===== config.mk =====
export PLATFORM = sky130hd
export DESIGN_NAME = trig_fifo
export DESIGN_NICKNAME = d
export VERILOG_FILES = /design/src/design/cbuf_pkg.sv /design/src/design/trig_fifo.sv
export VERILOG_INCLUDE_DIRS = /design/src /design/src/design
export SDC_FILE = /design/constraint.sdc
export NUM_CORES = 1
export LEC_CHECK = 0
export BUFFER_PORTS_ARGS = -buffer_cell sky130_fd_sc_hd__buf_2
export CAP_MARGIN = 20
export CORE_ASPECT_RATIO = 1.25
export CORE_UTILIZATION = 54
export CTS_CLUSTER_SIZE = 14
export DETAILED_ROUTE_END_ITERATION = 8
export GPL_TIMING_DRIVEN = 1
export PLACE_DENSITY = 0.75
export REMOVE_ABC_BUFFERS = 1
export SLEW_MARGIN = 30
export SYNTH_ARGS = -nofsm -noshare
export SYNTH_HDL_FRONTEND = slang
export SYNTH_SLANG_ARGS = --single-unit

===== constraint.sdc =====
create_clock -name adc_clk -period 2.5 [get_ports adc_clk]
set_clock_uncertainty 0.15 [all_clocks]
set_input_delay 0.5 -clock adc_clk [delete_from_list [all_inputs] [get_ports adc_clk]]
set_output_delay 0.5 -clock adc_clk [all_outputs]
set_load 0.03 [all_outputs]

===== src/design/cbuf_defs.svh =====
`ifndef CBUF_DEFS_SVH
`define CBUF_DEFS_SVH

// circular buffer and trigger FIFO depths
`define CBUF_AW      10     // 1024 sample pair words
`define TRIG_FIFO_AW 3      // 8 pending triggers

// word tags in the upper nibble of each 132-bit record word
`define TAG_FILL_HDR 4'd0
`define TAG_DATA     4'd1
`define TAG_WFM_HDR  4'd2
`define TAG_CHECKSUM 4'd3

// field positions in the record word
`define TAG_MSB      131
`define TAG_LSB      128
`define PAYLOAD_MSB  127

`endif


===== src/design/cbuf_pkg.sv =====
`include "cbuf_defs.svh"

package cbuf_pkg;

    // two samples plus their over-range bits
    typedef logic [25:0] sample_word_t;

    // circular buffer location
    typedef logic [`CBUF_AW-1:0] cbuf_addr_t;

    // DDR3 burst location, one per record word
    typedef logic [22:0] burst_adr_t;

    typedef logic [22:0] wfm_num_t;         // waveform within a fill
    typedef logic [23:0] fill_num_t;        // fill (event) number
    typedef logic [10:0] num_bursts_t;      // data bursts per waveform
    typedef logic [11:0] pre_trig_t;        // pre-trigger buffer words

    // tag plus payload as written to the DDR3 input FIFO
    typedef logic [`TAG_MSB:0]     acq_word_t;
    typedef logic [`PAYLOAD_MSB:0] payload_t;

endpackage


===== src/design/trig_fifo.sv =====
`timescale 1ns/1ps

module trig_fifo #(
    parameter int AW = 3            // log2 of entries
) (
    input  logic                  adc_clk,
    input  logic                  rst_n,
    input  logic                  push,
    input  cbuf_pkg::cbuf_addr_t  push_addr,    // buffer address at the trigger
    input  logic                  pop,
    output cbuf_pkg::cbuf_addr_t  head_addr,    // oldest trigger, valid while !empty
    output logic                  empty
);

    cbuf_pkg::cbuf_addr_t mem [0:(1 << AW)-1];
    logic [AW:0] wr_ptr, rd_ptr;    // extra msb tells full from empty
    logic        full;

    assign empty = (wr_ptr == rd_ptr);
    assign full  = (wr_ptr[AW] != rd_ptr[AW]) && (wr_ptr[AW-1:0] == rd_ptr[AW-1:0]);

    // first word falls through, head is read without a pop
    assign head_addr = mem[rd_ptr[AW-1:0]];

    always_ff @(posedge adc_clk or negedge rst_n) begin
        if (!rst_n) begin
            wr_ptr <= '0;
            rd_ptr <= '0;
        end else begin
            if (push && !full)
                wr_ptr <= wr_ptr + 1'b1;    // trigger dropped when full
            if (pop && !empty)
                rd_ptr <= rd_ptr + 1'b1;
        end
    end

    always_ff @(posedge adc_clk) begin
        if (push && !full)
            mem[wr_ptr[AW-1:0]] <= push_addr;
    end

endmodule


==> out/metrics.yaml, run 1 <==
setup_viol: 9
initial_core_util: 0.564
h-tree-depth: 3
slew_headroom: 0.380
worstReg2RegEnd: "mem[2][3]"
m1WireLength_um: 2860
syn-mean-instance-area_um2: 21.3
setup_slack_ns: -0.104
fin_crit_sh: 1.04
critical_path_required_ns: 1.85
route.met3.wl_um: 161
crit_type: "reg -> out"
fin_util: 0.666
tns_ns: -0.673
worstMarginPinSlew_ns: 0.927
antenna_found_initial: 0
cp_slowest_cell: "mux4_2"
rr_worst_depth: 5
remaining_drc_errors: 0
crit_path_end_kind: "output port"
fin_nets: 240
max_freq_mhz: 384
netlist_area_mm2: 0.00372
rrSetupSlack_ns: 0.17
top_layer: "met4"
intPower_mw: 3.83
syn_inst: 175
wl_per_cell_um: 21.2
powerDensity_mw_per_mm2: 1330
viasPerCell: 5.71
drive_gt1_frac: 0.459
drt_iter0_markers: 103
cts_tree: "yes"
grt-ovfl-total: 0
die_w_um: 76.3
comb_power_share: 0.472
place_inst: 292
row_count: 33
yosysWarnings: 0
cp-endpoint: "head_addr[2]"
crit_top_cell: "buf_6"
area_delta_synth_final_pct: 18.2
netSwitchingPower_mw: 2.01
clockPowerShare: 0.174
cp-start-kind: "flop"
crit_fanout: 4
grt_pass1_wl_um: 10500
violations: "setup timing"
grt_max_degree: 24
routabilityCongestion: 0.837
ant_nets: 0
hpwl_um: 4130
synth.distinct_cells: 33
maxSlewViolCount: 0
slowest_delay_ns: 0.51
stdcell_count: 316
grt_pass1_vias: 1960
synth-seq-area-share: 0.699
route.met2.wl_um: 3500
period_minus_slack_ns: 2.60
yosys-top-cells-area: "edfxtp_1 (64%), mux4_2 (7.9%), dfrtp_1 (5.4%), mux4_1 (4.9%), mux2_2 (3.0%)"
io_buffers: 24
fin_area_mm2: 0.00440
routed_wl_um: 6710
worstHoldPathType: "in -> reg"
die_y_um: 94.9
seqPwrFrac: 0.353
synth_top_cell_by_area: "edfxtp_1"
cts_root_buf: "clkbuf_8"
hold_viol: 0
cp_data_arrival_time_ns: 1.95
grt_usage: 0.206
diodes: 0
swShare: 0.344
min_from: "push_addr[0]"
dr.pass1.iters: 6
status: "finished with violations"
cts_made_buffers: 9
cts.path.max_buffers: 2
crit_chain: "buf_6 -> clkbuf_16 -> mux4_2 -> mux2_4 -> buf_6"
synth_top_area_frac: 0.645
design.die.area_mm2: 0.00724
path_clk_slew_ns: 0.08
worst_hold_slack_ns: 0.262
place_area_mm2: 0.00400
ys_seq_elements: 88
core_area_mm2: 0.00661
ir_drop_mv: 0.696
cts_sinks: 88
r2r-start: "rd_ptr[0]"
vias: 1804
grt_setup_unrepaired: "yes"
power.leakage_nw: 1.52
crit_start: "rd_ptr[0]"
place_ws_ns: 0.191
clk_latency_ns: 0.35
cap_violations: 0
io_pins: 25
power_mw: 5.83
critical path, delay by kind of cell (launching register included):
kind | cells | cell delay [ns]
buffers and inverters | 3 | 0.41
DFF | 1 | 0.40
muxes | 2 | 0.79
flip-flops by register name (all words and copies together) (netlist names):
register	count
rd_ptr	4
mem	80
wr_ptr	4
power by group through the flow:
stage / Clock, mW / Sequential, mW / Combinational [mW]
after floorplan: 0 / 2.19 / 1.41
after global placement: 0 / 2.07 / 2.17
after detailed placement: 0 / 2.09 / 2.22
after CTS: 1.04 / 2.06 / 2.65
after global routing: 1.11 / 2.09 / 2.91
final: 1.02 / 2.06 / 2.75
Yosys cell counts:
cell type	n
nor2b_1	1
mux2_4	2
o41ai_1	2
or3_4	1
xnor2_1	5
nand2_1	4
ha_1	2
clkbuf_1	2
nor4_1	2
xor2_4	2
buf_2	3
nor3_1	3
nand4_1	2
o41ai_4	2
mux4_2	13
xor2_2	1
o311ai_2	1
o41ai_2	1
and4_1	2
dfrtp_1	8
inv_1	2
buf_4	1
o311ai_1	1
edfxtp_1	80
xor2_1	1
o311ai_0	2
and2_1	2
buf_6	1
buf_12	2
nand2b_1	2
mux2_2	10
mux4_1	7
nor2_1	5
kinds of logic after synthesis:
logic type               share of synthesized area
AO/OA/AOI/OAI                               0.0353
buffers and inverters                       0.0239
adder cells (fa/ha/maj)                    0.00672
multiplexers                                 0.166
AND/OR/NAND/NOR                             0.0359
flip-flops                                   0.699
XOR/XNOR                                    0.0333
what timing repair did:
action | 4_1_cts | 5_1_grt
pin swaps | 0 | 1
endpoints found under the setup margin | 11 | 11
endpoints found under the hold margin | 8 | 0
hold buffers | 1 | 0
gates resized for setup | 38 | 11
buffers inserted | 5 | 2
gates cloned | 1 | 1
how the worst min path moves through the flow:
stage	endpoint	slack [ns]	depth (start not counted)
after global routing	mem[5][0]	0.25	1
after detailed placement	rd_ptr[3]	0.21	1
final	mem[2][0]	0.26	1
after global placement	rd_ptr[3]	0.20	1
after CTS	mem[5][0]	0.25	1
after floorplan	rd_ptr[0]	0.05	0
routing by layer:
metal / track usage / up-vias
met5: 0 / -
met4: 0.123 / 0
met3: 0.0444 / 16
met2: 0.337 / 33
met1: 0.254 / 935
li1: - / 820
layout by cell type, fill, tap and decap left out, types with 3 or more instances in the layout:
master,instances
buf_2,13
buf_4,17
buf_6,12
clkbuf_8,9
dfrtp_1,5
dfrtp_2,3
edfxtp_1,80
mux2_4,10
mux4_2,20
nand2_1,4
nor2_1,4
nor3_1,3
xnor2_1,5
final cells by class:
cell class,count,area [µm²]
clock buffer,10,128
clock inverter,6,83.8
fill,431,2200
inverter,2,7.51
multi-input combinational,76,1050
sequential,88,2610
tap,87,109
timing repair buffer,47,418
Power figures use the tool's default switching activity.
==> run 2: changes to the inputs <==
- GPL_ROUTABILITY_DRIVEN: not set -> 0
- MAX_ROUTING_LAYER: not set -> met4
==> run 2 against run 1 <==
Net effect: the flow still finishes with violations (setup timing); core utilization is the same; fmax decreased by 0.20%; design area stayed put; sequential cell count unchanged; non-clock buffer count is the same; register-to-register slack lost 0.03 ns; largest cell class unchanged.
==> out/metrics.yaml, run 2 (synthesis results as in run 1) <==
status: "finished with violations"
violations: "setup timing"
hold_viol: 0
h-tree-depth: 3
drive_gt1_frac: 0.459
routed_wl_um: 6700
max_freq_mhz: 383
grt_pass1_wl_um: 10500
cp_data_arrival_time_ns: 1.96
ir_drop_mv: 0.701
hpwl_um: 4130
wl_per_cell_um: 21.2
design.die.area_mm2: 0.00724
power_mw: 5.84
slew_headroom: 0.354
core_area_mm2: 0.00661
setup_viol: 10
grt_max_degree: 24
io_pins: 25
vias: 1807
fin_nets: 240
area_delta_synth_final_pct: 18.2
cts_made_buffers: 9
cts_sinks: 88
final_common_cell: "edfxtp_1"
crit_path_end_kind: "output port"
worstHoldPathType: "in -> reg"
die_w_um: 76.3
grt_setup_unrepaired: "yes"
grt_pass1_vias: 1956
cp-start-kind: "flop"
cp_slowest_cell: "mux4_2"
grt_usage: 0.213
cap_violations: 0
powerDensity_mw_per_mm2: 1330
io_buffers: 24
clk_latency_ns: 0.35
period_minus_slack_ns: 2.61
power.leakage_nw: 1.52
crit_top_cell: "buf_6"
path_clk_slew_ns: 0.08
worstMarginPinSlew_ns: 0.966
place_ws_ns: 0.191
die_y_um: 94.9
initial_core_util: 0.564
slowest_delay_ns: 0.51
cts.path.max_buffers: 2
crit_fanout: 4
cts_root_buf: "clkbuf_8"
grt-ovfl-total: 0
critical_path_required_ns: 1.85
setup_slack_ns: -0.109
drt_iter0_markers: 106
antenna_found_initial: 0
remaining_drc_errors: 0
crit_chain: "buf_6 -> clkbuf_16 -> mux4_2 -> mux2_4 -> buf_6"
crit_type: "reg -> out"
diodes: 0
fin_crit_sh: 1.04
rrSetupSlack_ns: 0.14
largest_reg_flops: 80
final_cell_mix: "edfxtp_1 (80), mux4_2 (20), buf_4 (17)"
ant_nets: 0
cts_tree: "yes"
dr.pass1.iters: 4
row_count: 33
viasPerCell: 5.72
maxSlewViolCount: 0
run 2: cell counts in the layout (fill, tap and decap cells not counted):
No cell type changed its count.
run 2: worst paths after layout:
path                               from           end  cells past startpoint
max                           rd_ptr[0]  head_addr[2]                      5
min                        push_addr[0]     mem[2][0]                      1
max reg2reg                   rd_ptr[0]     mem[3][6]                      5
min reg2reg                   wr_ptr[3]     wr_ptr[3]                      2
max in group asynchronous         rst_n     wr_ptr[1]                      2
min in group asynchronous         rst_n     rd_ptr[3]                      2
run 2: stage by stage:
stage / utilization / hold WS [ns] / cell area (µm²) / std cells / TNS, ns
5_1_grt: 0.666 / 0.251 / 4400 / 316 / -1.37
2_1_floorplan: - / 0.0544 / 3640 / 166 / -25.02
6_report: 0.666 / 0.259 / 4400 / 316 / -0.689
4_1_cts: 0.658 / 0.248 / 4350 / 314 / -0.802
3_5_place_dp: 0.606 / 0.211 / 4000 / 292 / 0
3_3_place_gp: 0.606 / 0.200 / 4000 / 292 / 0
run 2: report_power, final:
group          internal [mW]  total, mW  switching, mW
sequential              1.89       2.06          0.173
combinational           1.38       2.76           1.38
clock                  0.557       1.02          0.464
total                   3.83       5.84           2.01
run 2: area by class of cell:
| cell class | count | area [µm²] |
|---|---|---|
| Tap cell | 87 | 109 |
| Clock buffer | 10 | 128 |
| Timing Repair Buffer | 47 | 418 |
| Clock inverter | 6 | 83.8 |
| Sequential cell | 88 | 2610 |
| Multi-Input combinational cell | 76 | 1050 |
| Fill cell | 431 | 2200 |
| Inverter | 2 | 7.51 |
run 2: per-layer routing:
layer / global-route usage / wire (µm)
met5: - / 0
met4: 0.109 / 180
met3: 0.0560 / 257
met2: 0.336 / 3520
met1: 0.256 / 2740
run 2: worst max-delay path: cells and delay by family (launching register included):
family	cells	cell delay [ns]
multiplexers	2	0.79
flip-flops	1	0.40
buffers and inverters	3	0.42
run 2: timing repair:
action / CTS / global route
setup buffers: 5 / 2
resized for setup: 38 / 11
pin swaps: 0 / 1
hold buffers: 1 / 0
endpoints found under the hold margin: 8 / 0
gates cloned: 1 / 1
endpoints found under the setup margin: 11 / 11
==> run 3: changes to the inputs <==
- CAP_MARGIN: 20 -> not set
- clock period: 2.5 -> 2.2 ns (I/O delays scaled with it)
==> run 3 against run 2 <==
Net effect: the flow still finishes with violations (setup timing); sequential cell count stayed put; final cell count is 4.7% higher; global-route usage is 2.6 points higher; routed wire length is 13% higher; die area stayed put; largest cell class unchanged.
==> out/metrics.yaml, run 3 (synthesis results as in run 1) <==
core_area_mm2: 0.00661
largest_reg_flops: 80
place_area_mm2: 0.00409
grt_max_degree: 16
vias: 1920
critPathBufInv: 3
max_freq_mhz: 393
hold_viol: 0
crit_path_end_kind: "output port"
cts_made_buffers: 9
final_cell_mix: "edfxtp_1 (80), buf_6 (27), mux4_2 (20)"
powerDensity_mw_per_mm2: 1540
fillers: 411
crit_fanout: 5
cp-start-kind: "flop"
cts_sinks: 88
ir_drop_mv: 0.918
antenna_found_initial: 0
cap_violations: 0
maxSlewViolCount: 0
fin_crit_sh: 1.16
io_buffers: 24
routed_wl_um: 7560
diodes: 0
worstMarginPinSlew_ns: 0.513
power.leakage_nw: 1.64
io_pins: 25
ant_nets: 0
hpwl_um: 4530
grt_setup_unrepaired: "yes"
die_w_um: 76.3
grt-ovfl-total: 0
fin_area_mm2: 0.00465
crit_chain: "buf_6 -> buf_16 -> mux4_2 -> mux2_4 -> buf_6"
worstHoldPathType: "in -> reg"
drive_gt1_frac: 0.512
critPathTopFamily: "multiplexers"
path_clk_slew_ns: 0.08
fin_nets: 255
design.die.area_mm2: 0.00724
seq_area_mm2: 0.00261
row_count: 33
violations: "setup timing"
setup_slack_ns: -0.342
fin_util: 0.704
critical_path_required_ns: 1.61
cts_tree: "yes"
grt_usage: 0.239
dr.pass1.iters: 4
final_common_cell: "edfxtp_1"
cts_root_buf: "clkbuf_8"
cp_data_arrival_time_ns: 1.95
crit_type: "reg -> out"
cp_slowest_cell: "mux4_2"
die_y_um: 94.9
status: "finished with violations"
slew_headroom: 0.657
wl_per_cell_um: 22.8
grt_pass1_vias: 2093
period_minus_slack_ns: 2.54
initial_core_util: 0.564
h-tree-depth: 3
grt_pass1_wl_um: 11600
viasPerCell: 5.80
remaining_drc_errors: 0
drt_iter0_markers: 75
crit_top_cell: "buf_6"
cts.path.max_buffers: 2
multi_input_area_mm2: 0.00112
slowest_delay_ns: 0.49
clk_latency_ns: 0.35
area_delta_synth_final_pct: 24.9
setup_viol: 33
==> run 3: changes by cell type in the layout (fill, tap and decap cells not counted), moves of 2 or more <==
| cell | change |
|---|---|
| buf_6 | +15 |
| buf_16 | +2 |
| nor2_1 | -2 |
| nor2_4 | +2 |
| nor4_4 | +2 |
==> run 3: power breakdown <==
part           internal [mW]  switching, mW
Sequential              2.14          0.167
Combinational           1.85           1.82
Clock                  0.639          0.554
==> run 3: final cells by class <==
type,instances,area share
timing repair buffer,62,0.128
clock buffer,9,0.0266
clock inverter,7,0.0202
tap,87,0.0234
inverter,2,0.00161
multi-input combinational,76,0.240
sequential,88,0.560
==> run 3: worst reg2reg max path, stage by stage (launching register included) <==
cell,delay [ns]
dfrtp_2,0.44
buf_6,0.13
buf_6,0.12
xor2_4,0.17
buf_6,0.13
buf_8,0.13
o41ai_4,0.06
buf_4,0.17
buf_6,0.12
nor3_4,0.18
buf_6,0.18
==> run 3: final timing paths <==
| path | start | to | slack [ns] | depth (start not counted) |
|---|---|---|---|---|
| setup reg to reg | rd_ptr[0] | mem[0][2] | -0.06 | 10 |
| min in group asynchronous | rst_n | rd_ptr[3] | 0.32 | 2 |
| hold / removal | push_addr[1] | mem[7][1] | 0.20 | 1 |
| max in group asynchronous | rst_n | rd_ptr[1] | 1.37 | 2 |
| hold reg to reg | wr_ptr[3] | wr_ptr[3] | 0.46 | 2 |
| setup / recovery | rd_ptr[0] | head_addr[3] | -0.34 | 5 |
==> run 3: timing repair <==
action / in CTS / in global routing
hold buffers: 1 / 0
endpoints found under the setup margin: 41 / 82
resized for setup: 50 / 26
endpoints found under the hold margin: 8 / 0
cloned: 3 / 1
pin swaps: 2 / 2
buffers inserted: 5 / 4
==> run 3: per-stage QoR <==
step                worst slack, ns  total power, mW  hold WS [ns]  instances  TNS, ns
global placement             -0.299             4.91         0.146        301    -2.99
floorplan                    -0.964             4.10      -0.00559        166   -52.09
CTS                          -0.328             6.99         0.192        327    -4.12
finish                       -0.342             7.18         0.203        331    -4.17
detailed placement           -0.108             5.05         0.152        302    -3.29
global route                 -0.390             7.51         0.203        331    -6.31
==> run 3: metal layers <==
| metal | up-vias | share of wire | track usage |
|---|---|---|---|
| met1 | 1003 | 0.38 | 0.276 |
| met5 | - | 0 | - |
| met3 | 10 | 0.041 | 0.0386 |
| met4 | 0 | 0.017 | 0.115 |
| met2 | 55 | 0.56 | 0.410 |
| li1 | 852 | - | - |
