--- src/design/cbuf_defs.svh ---
`ifndef CBUF_DEFS_SVH
`define CBUF_DEFS_SVH

// circular buffer and trigger FIFO depths
`define CBUF_AW      10     // 1024 sample pair words
`define TRIG_FIFO_AW 3      // 8 pending triggers

// word tags in the upper nibble of each 132-bit record word
`define TAG_FILL_HDR 4'd0
`define TAG_DATA     4'd1
`define TAG_WFM_HDR  4'd2
`define TAG_CHECKSUM 4'd3

// field positions in the record word
`define TAG_MSB      131
`define TAG_LSB      128
`define PAYLOAD_MSB  127

`endif

--- src/design/cbuf_pkg.sv ---
`include "cbuf_defs.svh"

package cbuf_pkg;

    // two samples plus their over-range bits
    typedef logic [25:0] sample_word_t;

    // circular buffer location
    typedef logic [`CBUF_AW-1:0] cbuf_addr_t;

    // DDR3 burst location, one per record word
    typedef logic [22:0] burst_adr_t;

    typedef logic [22:0] wfm_num_t;         // waveform within a fill
    typedef logic [23:0] fill_num_t;        // fill (event) number
    typedef logic [10:0] num_bursts_t;      // data bursts per waveform
    typedef logic [11:0] pre_trig_t;        // pre-trigger buffer words

    // tag plus payload as written to the DDR3 input FIFO
    typedef logic [`TAG_MSB:0]     acq_word_t;
    typedef logic [`PAYLOAD_MSB:0] payload_t;

endpackage

--- src/design/acq_counters.sv ---
`timescale 1ns/1ps
`include "cbuf_defs.svh"

module acq_counters (
    input  logic                   adc_clk,
    input  logic                   rst_n,
    input  cbuf_pkg::num_bursts_t  async_num_bursts,
    input  cbuf_pkg::fill_num_t    initial_fill_num,
    input  logic                   initial_fill_num_wr,
    input  logic                   burst_adr_init,     // fill start, address goes to 1
    input  logic                   burst_adr_en,       // one step per record word
    input  logic                   burst_cntr_init,
    input  logic                   burst_cntr_en,
    input  logic                   wfm_cntr_init,
    input  logic                   wfm_cntr_en,
    input  logic                   fill_cntr_en,
    input  logic                   save_start_adr,
    input  logic                   save_last_adr,
    output logic                   burst_cntr_zero,
    output cbuf_pkg::wfm_num_t     waveform_num,
    output cbuf_pkg::burst_adr_t   waveform_start_adr,
    output logic [23:0]            num_fill_bursts,
    output cbuf_pkg::fill_num_t    fill_num,
    output logic [23:0]            calc_total_burst_count
);

    cbuf_pkg::burst_adr_t  burst_adr;
    cbuf_pkg::num_bursts_t burst_cntr;
    logic [23:0]           bursts_per_wfm;     // data bursts plus the header

    ////////////////////////////////////////////////////////////
    // record counters
    always_ff @(posedge adc_clk or negedge rst_n) begin
        if (!rst_n) begin
            burst_adr    <= '0;
            burst_cntr   <= '0;
            waveform_num <= '0;
            fill_num     <= '0;
        end else begin
            if (burst_adr_init)
                burst_adr <= 23'd1;
            else if (burst_adr_en)
                burst_adr <= burst_adr + 1'b1;
            if (burst_cntr_init)
                burst_cntr <= async_num_bursts;
            else if (burst_cntr_en)
                burst_cntr <= burst_cntr - 1'b1;    // counts bursts still to read
            if (wfm_cntr_init)
                waveform_num <= '0;
            else if (wfm_cntr_en)
                waveform_num <= waveform_num + 1'b1;
            if (initial_fill_num_wr)
                fill_num <= initial_fill_num;   // run start
            else if (fill_cntr_en)
                fill_num <= fill_num + 1'b1;
        end
    end

    assign burst_cntr_zero = (burst_cntr == '0);

    ////////////////////////////////////////////////////////////
    // start and total latches
    always_ff @(posedge adc_clk) begin
        if (save_start_adr)
            waveform_start_adr <= burst_adr;    // goes in the waveform header
        if (save_last_adr)
            num_fill_bursts <= 24'(burst_adr) + 24'd1;  // checksum address plus one
    end

    // running prediction of the fill total
    assign bursts_per_wfm         = 24'(async_num_bursts) + 24'd1;
    assign calc_total_burst_count = bursts_per_wfm * 24'(waveform_num) + 24'd2;

endmodule

--- src/design/record_mux.sv ---
`timescale 1ns/1ps
`include "cbuf_defs.svh"

module record_mux (
    input  logic                   adc_clk,
    input  logic                   rst_n,
    input  cbuf_pkg::sample_word_t dat3,           // latest buffer word
    input  cbuf_pkg::sample_word_t dat2,
    input  cbuf_pkg::sample_word_t dat1,
    input  cbuf_pkg::sample_word_t dat0,           // earliest buffer word
    input  logic [15:0]            channel_tag,
    input  logic [1:0]             fill_type,
    input  logic [23:0]            num_fill_bursts,
    input  cbuf_pkg::burst_adr_t   waveform_start_adr,
    input  cbuf_pkg::wfm_num_t     waveform_num,
    input  cbuf_pkg::fill_num_t    fill_num,
    input  cbuf_pkg::num_bursts_t  async_num_bursts,
    input  cbuf_pkg::pre_trig_t    async_pre_trig,
    input  cbuf_pkg::cbuf_addr_t   start_addr,
    input  logic                   select_dat,
    input  logic                   select_fill_hdr,
    input  logic                   select_wfm_hdr,
    input  logic                   select_checksum,
    input  logic                   checksum_init,
    input  logic                   checksum_update,
    output cbuf_pkg::acq_word_t    adc_acq_out_dat
);

    cbuf_pkg::payload_t payload;
    cbuf_pkg::payload_t checksum;
    logic [3:0]         tag;

    ////////////////////////////////////////////////////////////
    // payload packing, everything from bit 0 upward
    always_comb begin
        payload = '0;   // unused bits stay zero
        tag     = `TAG_FILL_HDR;
        if (select_wfm_hdr) begin
            tag     = `TAG_WFM_HDR;
            payload = 128'({start_addr, async_pre_trig, async_num_bursts,
                            waveform_start_adr, waveform_num});
        end else if (select_dat) begin
            tag     = `TAG_DATA;
            payload = 128'({dat3, dat2, dat1, dat0});   // earliest at 25:0
        end else if (select_checksum) begin
            tag     = `TAG_CHECKSUM;
            payload = checksum;
        end else if (select_fill_hdr) begin
            payload = 128'({fill_num, channel_tag, fill_type, waveform_num,
                            num_fill_bursts});
        end
    end

    assign adc_acq_out_dat[`TAG_MSB:`TAG_LSB] = tag;
    assign adc_acq_out_dat[`PAYLOAD_MSB:0]    = payload;

    ////////////////////////////////////////////////////////////
    // running XOR over header and data words of the fill
    always_ff @(posedge adc_clk or negedge rst_n) begin
        if (!rst_n)
            checksum <= '0;
        else if (checksum_init)
            checksum <= '0;
        else if (checksum_update)
            checksum <= checksum ^ payload;
    end

endmodule

--- src/design/circ_buf_ctrl_sm.sv ---
`timescale 1ns/1ps
`include "cbuf_defs.svh"

module circ_buf_ctrl_sm (
    input  logic adc_clk,
    input  logic rst_n,
    input  logic cbuf_rd_en,        // fill open while high
    input  logic trig_fifo_empty,
    input  logic burst_cntr_zero,   // no data bursts left in this waveform
    output logic cbuf_rd_trig_wait,
    output logic trig_addr_rd_en,
    output logic init_rd_addr,
    output logic inc_rd_addr,
    output logic latch_dat,
    output logic adc_acq_out_valid,
    output logic select_dat,
    output logic select_fill_hdr,
    output logic select_wfm_hdr,
    output logic select_checksum,
    output logic checksum_init,
    output logic checksum_update,
    output logic burst_adr_init,
    output logic burst_adr_en,
    output logic burst_cntr_init,
    output logic burst_cntr_en,
    output logic wfm_cntr_init,
    output logic wfm_cntr_en,
    output logic fill_cntr_en,
    output logic save_start_adr,
    output logic save_last_adr
);

    typedef enum logic [3:0] {
        st_idle, st_fill_start, st_wait_trig, st_pop, st_load,
        st_wfm_hdr, st_read4, st_data_out, st_checksum, st_fill_hdr
    } state_t;

    state_t     state, next_state;
    logic [2:0] step;       // cycle within st_read4, 0..4

    always_ff @(posedge adc_clk or negedge rst_n) begin
        if (!rst_n) begin
            state <= st_idle;
            step  <= '0;
        end else begin
            state <= next_state;
            step  <= (state == st_read4) ? step + 1'b1 : 3'd0;
        end
    end

    ////////////////////////////////////////////////////////////
    // next state and strobes
    always_comb begin
        next_state        = state;
        {cbuf_rd_trig_wait, trig_addr_rd_en, init_rd_addr, inc_rd_addr} = '0;
        {latch_dat, adc_acq_out_valid, select_dat, select_fill_hdr}     = '0;
        {select_wfm_hdr, select_checksum, checksum_init, checksum_update} = '0;
        {burst_adr_init, burst_adr_en, burst_cntr_init, burst_cntr_en}   = '0;
        {wfm_cntr_init, wfm_cntr_en, fill_cntr_en}                       = '0;
        {save_start_adr, save_last_adr}                                  = '0;
        case (state)
            st_idle:
                if (cbuf_rd_en) next_state = st_fill_start;
            st_fill_start: begin    // new fill, restart numbering
                burst_adr_init = 1'b1;
                wfm_cntr_init  = 1'b1;
                checksum_init  = 1'b1;
                next_state     = st_wait_trig;
            end
            st_wait_trig: begin
                cbuf_rd_trig_wait = 1'b1;
                if (!cbuf_rd_en)
                    next_state = st_checksum;   // close the fill
                else if (!trig_fifo_empty)
                    next_state = st_pop;
            end
            st_pop: begin   // start address is captured on this edge
                trig_addr_rd_en = 1'b1;
                save_start_adr  = 1'b1;
                burst_cntr_init = 1'b1;
                next_state      = st_load;
            end
            st_load: begin
                init_rd_addr = 1'b1;
                next_state   = st_wfm_hdr;
            end
            st_wfm_hdr: begin
                adc_acq_out_valid = 1'b1;
                select_wfm_hdr    = 1'b1;
                checksum_update   = 1'b1;
                burst_adr_en      = 1'b1;
                if (burst_cntr_zero) begin  // header-only waveform
                    wfm_cntr_en = 1'b1;
                    next_state  = st_wait_trig;
                end else begin
                    next_state = st_read4;
                end
            end
            st_read4: begin
                inc_rd_addr   = (step < 3'd4);  // four addresses
                latch_dat     = (step != 3'd0); // data trails by a clock
                burst_cntr_en = (step == 3'd0);
                if (step == 3'd4) next_state = st_data_out;
            end
            st_data_out: begin
                adc_acq_out_valid = 1'b1;
                select_dat        = 1'b1;
                checksum_update   = 1'b1;
                burst_adr_en      = 1'b1;
                if (burst_cntr_zero) begin
                    wfm_cntr_en = 1'b1;     // waveform done
                    next_state  = st_wait_trig;
                end else begin
                    next_state = st_read4;
                end
            end
            st_checksum: begin
                adc_acq_out_valid = 1'b1;
                select_checksum   = 1'b1;
                save_last_adr     = 1'b1;
                burst_adr_en      = 1'b1;
                next_state        = st_fill_hdr;
            end
            st_fill_hdr: begin
                adc_acq_out_valid = 1'b1;
                select_fill_hdr   = 1'b1;
                fill_cntr_en      = 1'b1;   // next fill number after the header
                next_state        = st_idle;
            end
            default: next_state = st_idle;
        endcase
    end

endmodule

--- src/design/circ_buf_to_ddr3.sv ---
`timescale 1ns/1ps
`include "cbuf_defs.svh"

module circ_buf_to_ddr3 (
    input  logic                   adc_clk,
    input  logic                   rst_n,
    input  logic                   cbuf_rd_en,
    input  logic [15:0]            channel_tag,
    input  cbuf_pkg::fill_num_t    initial_fill_num,
    input  logic                   initial_fill_num_wr,
    input  cbuf_pkg::num_bursts_t  async_num_bursts,
    input  cbuf_pkg::pre_trig_t    async_pre_trig,
    input  cbuf_pkg::sample_word_t circ_buf_rd_dat,
    input  cbuf_pkg::cbuf_addr_t   circ_buf_trig_addr,     // trigger FIFO head
    input  logic                   trig_fifo_empty,
    input  logic [1:0]             fill_type,
    output logic                   cbuf_rd_trig_wait,
    output logic                   trig_addr_rd_en,
    output cbuf_pkg::fill_num_t    fill_num,
    output cbuf_pkg::cbuf_addr_t   circ_buf_rd_addr,
    output cbuf_pkg::acq_word_t    adc_acq_out_dat,
    output logic                   adc_acq_out_valid,
    output logic [23:0]            calc_total_burst_count
);

    cbuf_pkg::cbuf_addr_t   start_addr;
    cbuf_pkg::sample_word_t dat3, dat2, dat1, dat0;
    cbuf_pkg::wfm_num_t     waveform_num;
    cbuf_pkg::burst_adr_t   waveform_start_adr;
    logic [23:0]            num_fill_bursts;
    logic init_rd_addr, inc_rd_addr, latch_dat, burst_cntr_zero;
    logic select_dat, select_fill_hdr, select_wfm_hdr, select_checksum;
    logic checksum_init, checksum_update, save_start_adr, save_last_adr;
    logic burst_adr_init, burst_adr_en, burst_cntr_init, burst_cntr_en;
    logic wfm_cntr_init, wfm_cntr_en, fill_cntr_en;

    ////////////////////////////////////////////////////////////
    // start address and read address counter
    always_ff @(posedge adc_clk or negedge rst_n) begin
        if (!rst_n) begin
            start_addr       <= '0;
            circ_buf_rd_addr <= '0;
        end else begin
            if (trig_addr_rd_en)    // wraps below 0 modulo the depth
                start_addr <= cbuf_pkg::cbuf_addr_t'(circ_buf_trig_addr - async_pre_trig);
            if (init_rd_addr)
                circ_buf_rd_addr <= start_addr;
            else if (inc_rd_addr)
                circ_buf_rd_addr <= circ_buf_rd_addr + 1'b1;
        end
    end

    // four words in, earliest ends up in dat0
    always_ff @(posedge adc_clk) begin
        if (latch_dat) begin
            dat3 <= circ_buf_rd_dat;
            dat2 <= dat3;
            dat1 <= dat2;
            dat0 <= dat1;
        end
    end

    acq_counters u_counters (
        .adc_clk, .rst_n, .async_num_bursts, .initial_fill_num, .initial_fill_num_wr,
        .burst_adr_init, .burst_adr_en, .burst_cntr_init, .burst_cntr_en,
        .wfm_cntr_init, .wfm_cntr_en, .fill_cntr_en, .save_start_adr, .save_last_adr,
        .burst_cntr_zero, .waveform_num, .waveform_start_adr, .num_fill_bursts,
        .fill_num, .calc_total_burst_count
    );

    record_mux u_mux (
        .adc_clk, .rst_n, .dat3, .dat2, .dat1, .dat0, .channel_tag, .fill_type,
        .num_fill_bursts, .waveform_start_adr, .waveform_num, .fill_num,
        .async_num_bursts, .async_pre_trig, .start_addr, .select_dat,
        .select_fill_hdr, .select_wfm_hdr, .select_checksum, .checksum_init,
        .checksum_update, .adc_acq_out_dat
    );

    circ_buf_ctrl_sm u_sm (
        .adc_clk, .rst_n, .cbuf_rd_en, .trig_fifo_empty, .burst_cntr_zero,
        .cbuf_rd_trig_wait, .trig_addr_rd_en, .init_rd_addr, .inc_rd_addr, .latch_dat,
        .adc_acq_out_valid, .select_dat, .select_fill_hdr, .select_wfm_hdr,
        .select_checksum, .checksum_init, .checksum_update, .burst_adr_init,
        .burst_adr_en, .burst_cntr_init, .burst_cntr_en, .wfm_cntr_init,
        .wfm_cntr_en, .fill_cntr_en, .save_start_adr, .save_last_adr
    );

endmodule

--- config.mk ---
export PLATFORM = sky130hd
export DESIGN_NAME = circ_buf_to_ddr3
export DESIGN_NICKNAME = d
export VERILOG_FILES = /design/src/design/cbuf_pkg.sv /design/src/design/acq_counters.sv /design/src/design/record_mux.sv /design/src/design/circ_buf_ctrl_sm.sv /design/src/design/circ_buf_to_ddr3.sv
export VERILOG_INCLUDE_DIRS = /design/src /design/src/design
export SDC_FILE = /design/constraint.sdc
export NUM_CORES = 1
export LEC_CHECK = 0
export ABC_CLOCK_PERIOD_IN_PS = 7700
export BUFFER_PORTS_ARGS = -buffer_cell sky130_fd_sc_hd__buf_4
export CORE_MARGIN = 1.5
export CORE_UTILIZATION = 50
export DETAILED_ROUTE_END_ITERATION = 12
export PLACE_DENSITY = 0.65
export SLEW_MARGIN = 30
export SYNTH_ARGS = -nofsm -noshare
export SYNTH_HDL_FRONTEND = slang
export SYNTH_HIERARCHICAL = 1
export SYNTH_SLANG_ARGS = --single-unit
--- constraint.sdc ---
create_clock -name adc_clk -period 7.7 [get_ports adc_clk]
set_input_delay 0.77 -clock adc_clk [delete_from_list [all_inputs] [get_ports adc_clk]]
set_output_delay 0.77 -clock adc_clk [all_outputs]
set_load 0.005 [all_outputs]
==> results.yml <==
status:
  status: "finished clean"
synthesis:
  synth_compound_area_frac: 0.160
  synthArstFlopShare: 0.610
  synthAdderAreaFrac: 0.134
  synthMuxAreaShare: 0.0102
  ys_seq_area_frac: 0.353
  yosys_warnings: 6
  syn_avg_cell_area_um2: 9.29
  synth_edf_count: 151
  syn-cell-area_um2: 29600
  synth-seq-cells: 387
  synth_xor_area_frac: 0.0472
  synth_largest_area_cell: "dfrtp_1"
  synth_top_family_by_area: "simple AND/OR/NAND/NOR gates"
  yosysUniqueCellTypes: 73
  synth_top_flop_cell: "dfrtp_1"
  synthTopCellsByArea: "dfrtp_1, edfxtp_1, fa_1"
  postSynthCellCount: 3189
  yosysTopAreaCellShare: 0.199
  synth-simple-area-share: 0.232
floorplanning:
  die_y_um: 246
  core_area_um2: 58800
  fp.dieW_um: 246
  num_rows: 89
  start_util: 0.504
  num_io_pins: 299
  die-area_um2: 60700
cells_and_area:
  nFillCells: 5117
  nets: 3672
  area_growth_pct: 14.8
  antennaDiodeCount: 0
  layout_commonest_cell: "buf_4"
  drive_gt1_frac: 0.155
  layout_common_cells: "buf_4, nor2_1, inv_1"
  final_area_um2: 34000
clock_tree:
  cts_max_path_buffers: 3
  cts_buffers: 45
  postCtsHoldBufs: 0
  cts_tree: "yes"
  h-tree-depth: 2
  clk_pin_slew_ns: 0.06
  root_buffer: "clkbuf_16"
  insertion_delay_ns: 0.62
  cts.sinks: 387
worst_setup_path:
  end_kind: "output port"
  path_class: "in2out"
  critPathTopFamily: "adder cells"
  critical_path_arrival_ns: 6.66
  cp-start-kind: "input port"
  cp_num_buf_inv: 7
  path_cells: "buf_4 > ha_1 > nand2_1 > o31a_1 > or2_4 > and2_1 > fa_1 > inv_1 > fa_1 > fa_1 > inv_1 > fa_1 > inv_1 > fa_1 > inv_1 > ha_1 > inv_1 > o21bai_1 > nor2_1 > o31ai_2 > a21oi_1 > xnor2_1 > buf_4"
  cp_slowest_stage_delay_ns: 0.55
  required_ns: 6.93
  crit_fanout: 12
  cpMaxStageDelayCell: "fa_1"
routing:
  wl_um: 92200
  drtAntennaViolNets: 0
  firstDrtPassIters: 6
  drc: 0
  viasPerCell: 6.07
  drtIter0Drc: 2036
  routedWlPerCell_um: 22.2
  vias: 25228
sta:
  tightest_slew_ns: 1.00
  skew_ns: 0.0349
  finalCritPeriodShare: 0.966
  hold_ws_ns: 0.152
  relSlewSlack: 0.333
  final_max_slew_viol_count: 0
  max_freq_mhz: 135
  final.min_clock_period_ns: 7.43
  hold_viol_final: 0
  setup_viol: 0
  grt_setup_unrepaired: "true"
power:
  power_leakage_nw: 14.5
  peakVddDrop_uv: 188
  powerDensity_nw_per_um2: 271
  finalPower_mw: 9.21
run:
  drv_cap: 0
global_routing:
  grt_pass1_wl_um: 143000
  grt_pass1_vias: 25459
  grt_use_total: 0.303
  gr-total-overflow: 0
  antenna_found_initial: 1
  grt_max_degree: 193
placement:
  globalplace.congestion: 0.923
  dp_hpwl_um: 63900
  placed_cell_area_um2: 32300
  port_buffers: 296
min_path:
  hold_class: "in2async"
[power by group]
group          switching, mW  internal [mW]
Combinational           2.29           1.55
Clock                  0.949           1.42
Sequential             0.433           2.57
[area by class of cell]
class / count / area, um2 / share of cell area
clock buffer: 65 / 1290 / 0.0380
clock inverter: 19 / 340 / 0.0100
inverter: 248 / 936 / 0.0275
multi-input combinational: 2325 / 17400 / 0.511
sequential: 387 / 10400 / 0.307
tap: 773 / 967 / 0.0285
timing repair buffer: 339 / 2650 / 0.0778
[metal layers]
layer,part of all wire,track usage,vias to the layer above
met4,0.036,0.112,2
met3,0.074,0.0606,196
li1,-,-,11422
met2,0.48,0.492,1008
met1,0.41,0.400,12600
met5,0.00014,0,-
[stage by stage]
step	TNS [ns]	cells	setup slack (ns)	utilization
floorplan	0	3190	0.770	-
global placement	0	4068	0.105	0.548
detailed placement	0	4069	0.0671	0.549
CTS	0	4153	0.0595	0.576
global route	-0.0269	4156	-0.0207	0.578
finish	0	4156	0.266	0.578
[cell usage after synthesis (10+ instances only)]
| master | n |
|---|---|
| a211oi_1 | 23 |
| a21boi_0 | 72 |
| a21oi_1 | 156 |
| a221o_1 | 79 |
| a22o_1 | 94 |
| and2_1 | 121 |
| buf_1 | 14 |
| buf_2 | 47 |
| buf_4 | 10 |
| clkbuf_1 | 155 |
| dfrtp_1 | 236 |
| edfxtp_1 | 151 |
| fa_1 | 160 |
| ha_1 | 60 |
| inv_1 | 248 |
| mux2i_1 | 28 |
| nand2_1 | 221 |
| nand2b_1 | 166 |
| nand3_1 | 30 |
| nand3b_1 | 11 |
| nand4_1 | 164 |
| nand4b_1 | 16 |
| nor2_1 | 259 |
| nor2b_1 | 109 |
| nor3_1 | 20 |
| nor4b_1 | 26 |
| o2111ai_1 | 59 |
| o211ai_1 | 27 |
| o21ai_0 | 77 |
| or2_2 | 82 |
| xnor2_1 | 85 |
| xor2_1 | 67 |
[final timing paths]
kind	depth (start not counted)	start	slack, ns	to
max in group asynchronous	3	rst_n	6.15	u_mux/checksum[83]
min in group adc_clk	1	circ_buf_rd_dat[21]	0.33	dat3[21]
hold reg to reg	0	dat2[18]	0.45	dat1[18]
setup reg to reg	9	u_sm/state[2]	3.80	u_counters/burst_adr[22]
hold / removal	1	rst_n	0.15	u_mux/checksum[10]
setup / recovery	23	async_num_bursts[1]	0.27	calc_total_burst_count[23]
[registers in the layout, summed over array words and instances, names as in the netlist]
register / cells
circ_buf_rd_addr: 10
dat0: 26
dat1: 26
dat2: 26
dat3: 26
start_addr: 10
u_counters/burst_adr: 23
u_counters/burst_cntr: 11
u_counters/fill_num: 24
u_counters/num_fill_bursts: 24
u_counters/waveform_num: 23
u_counters/waveform_start_adr: 23
u_mux/checksum: 128
u_sm/state: 4
u_sm/step: 3
[cell families after synthesis]
group           count (synthesis)
compound gates                647
other cells                     1
fa+ha+maj                     220
flops                         387
buf+inv                       478
xor+xnor                      155
simple gates                 1271
mux                            30
[what timing repair did]
item                       4_1_cts  5_1_grt
resized for setup                0       10
setup buffers                    0        2
setup endpoints to repair        0        6
No activity file was read; power rests on OpenSTA's default activity.
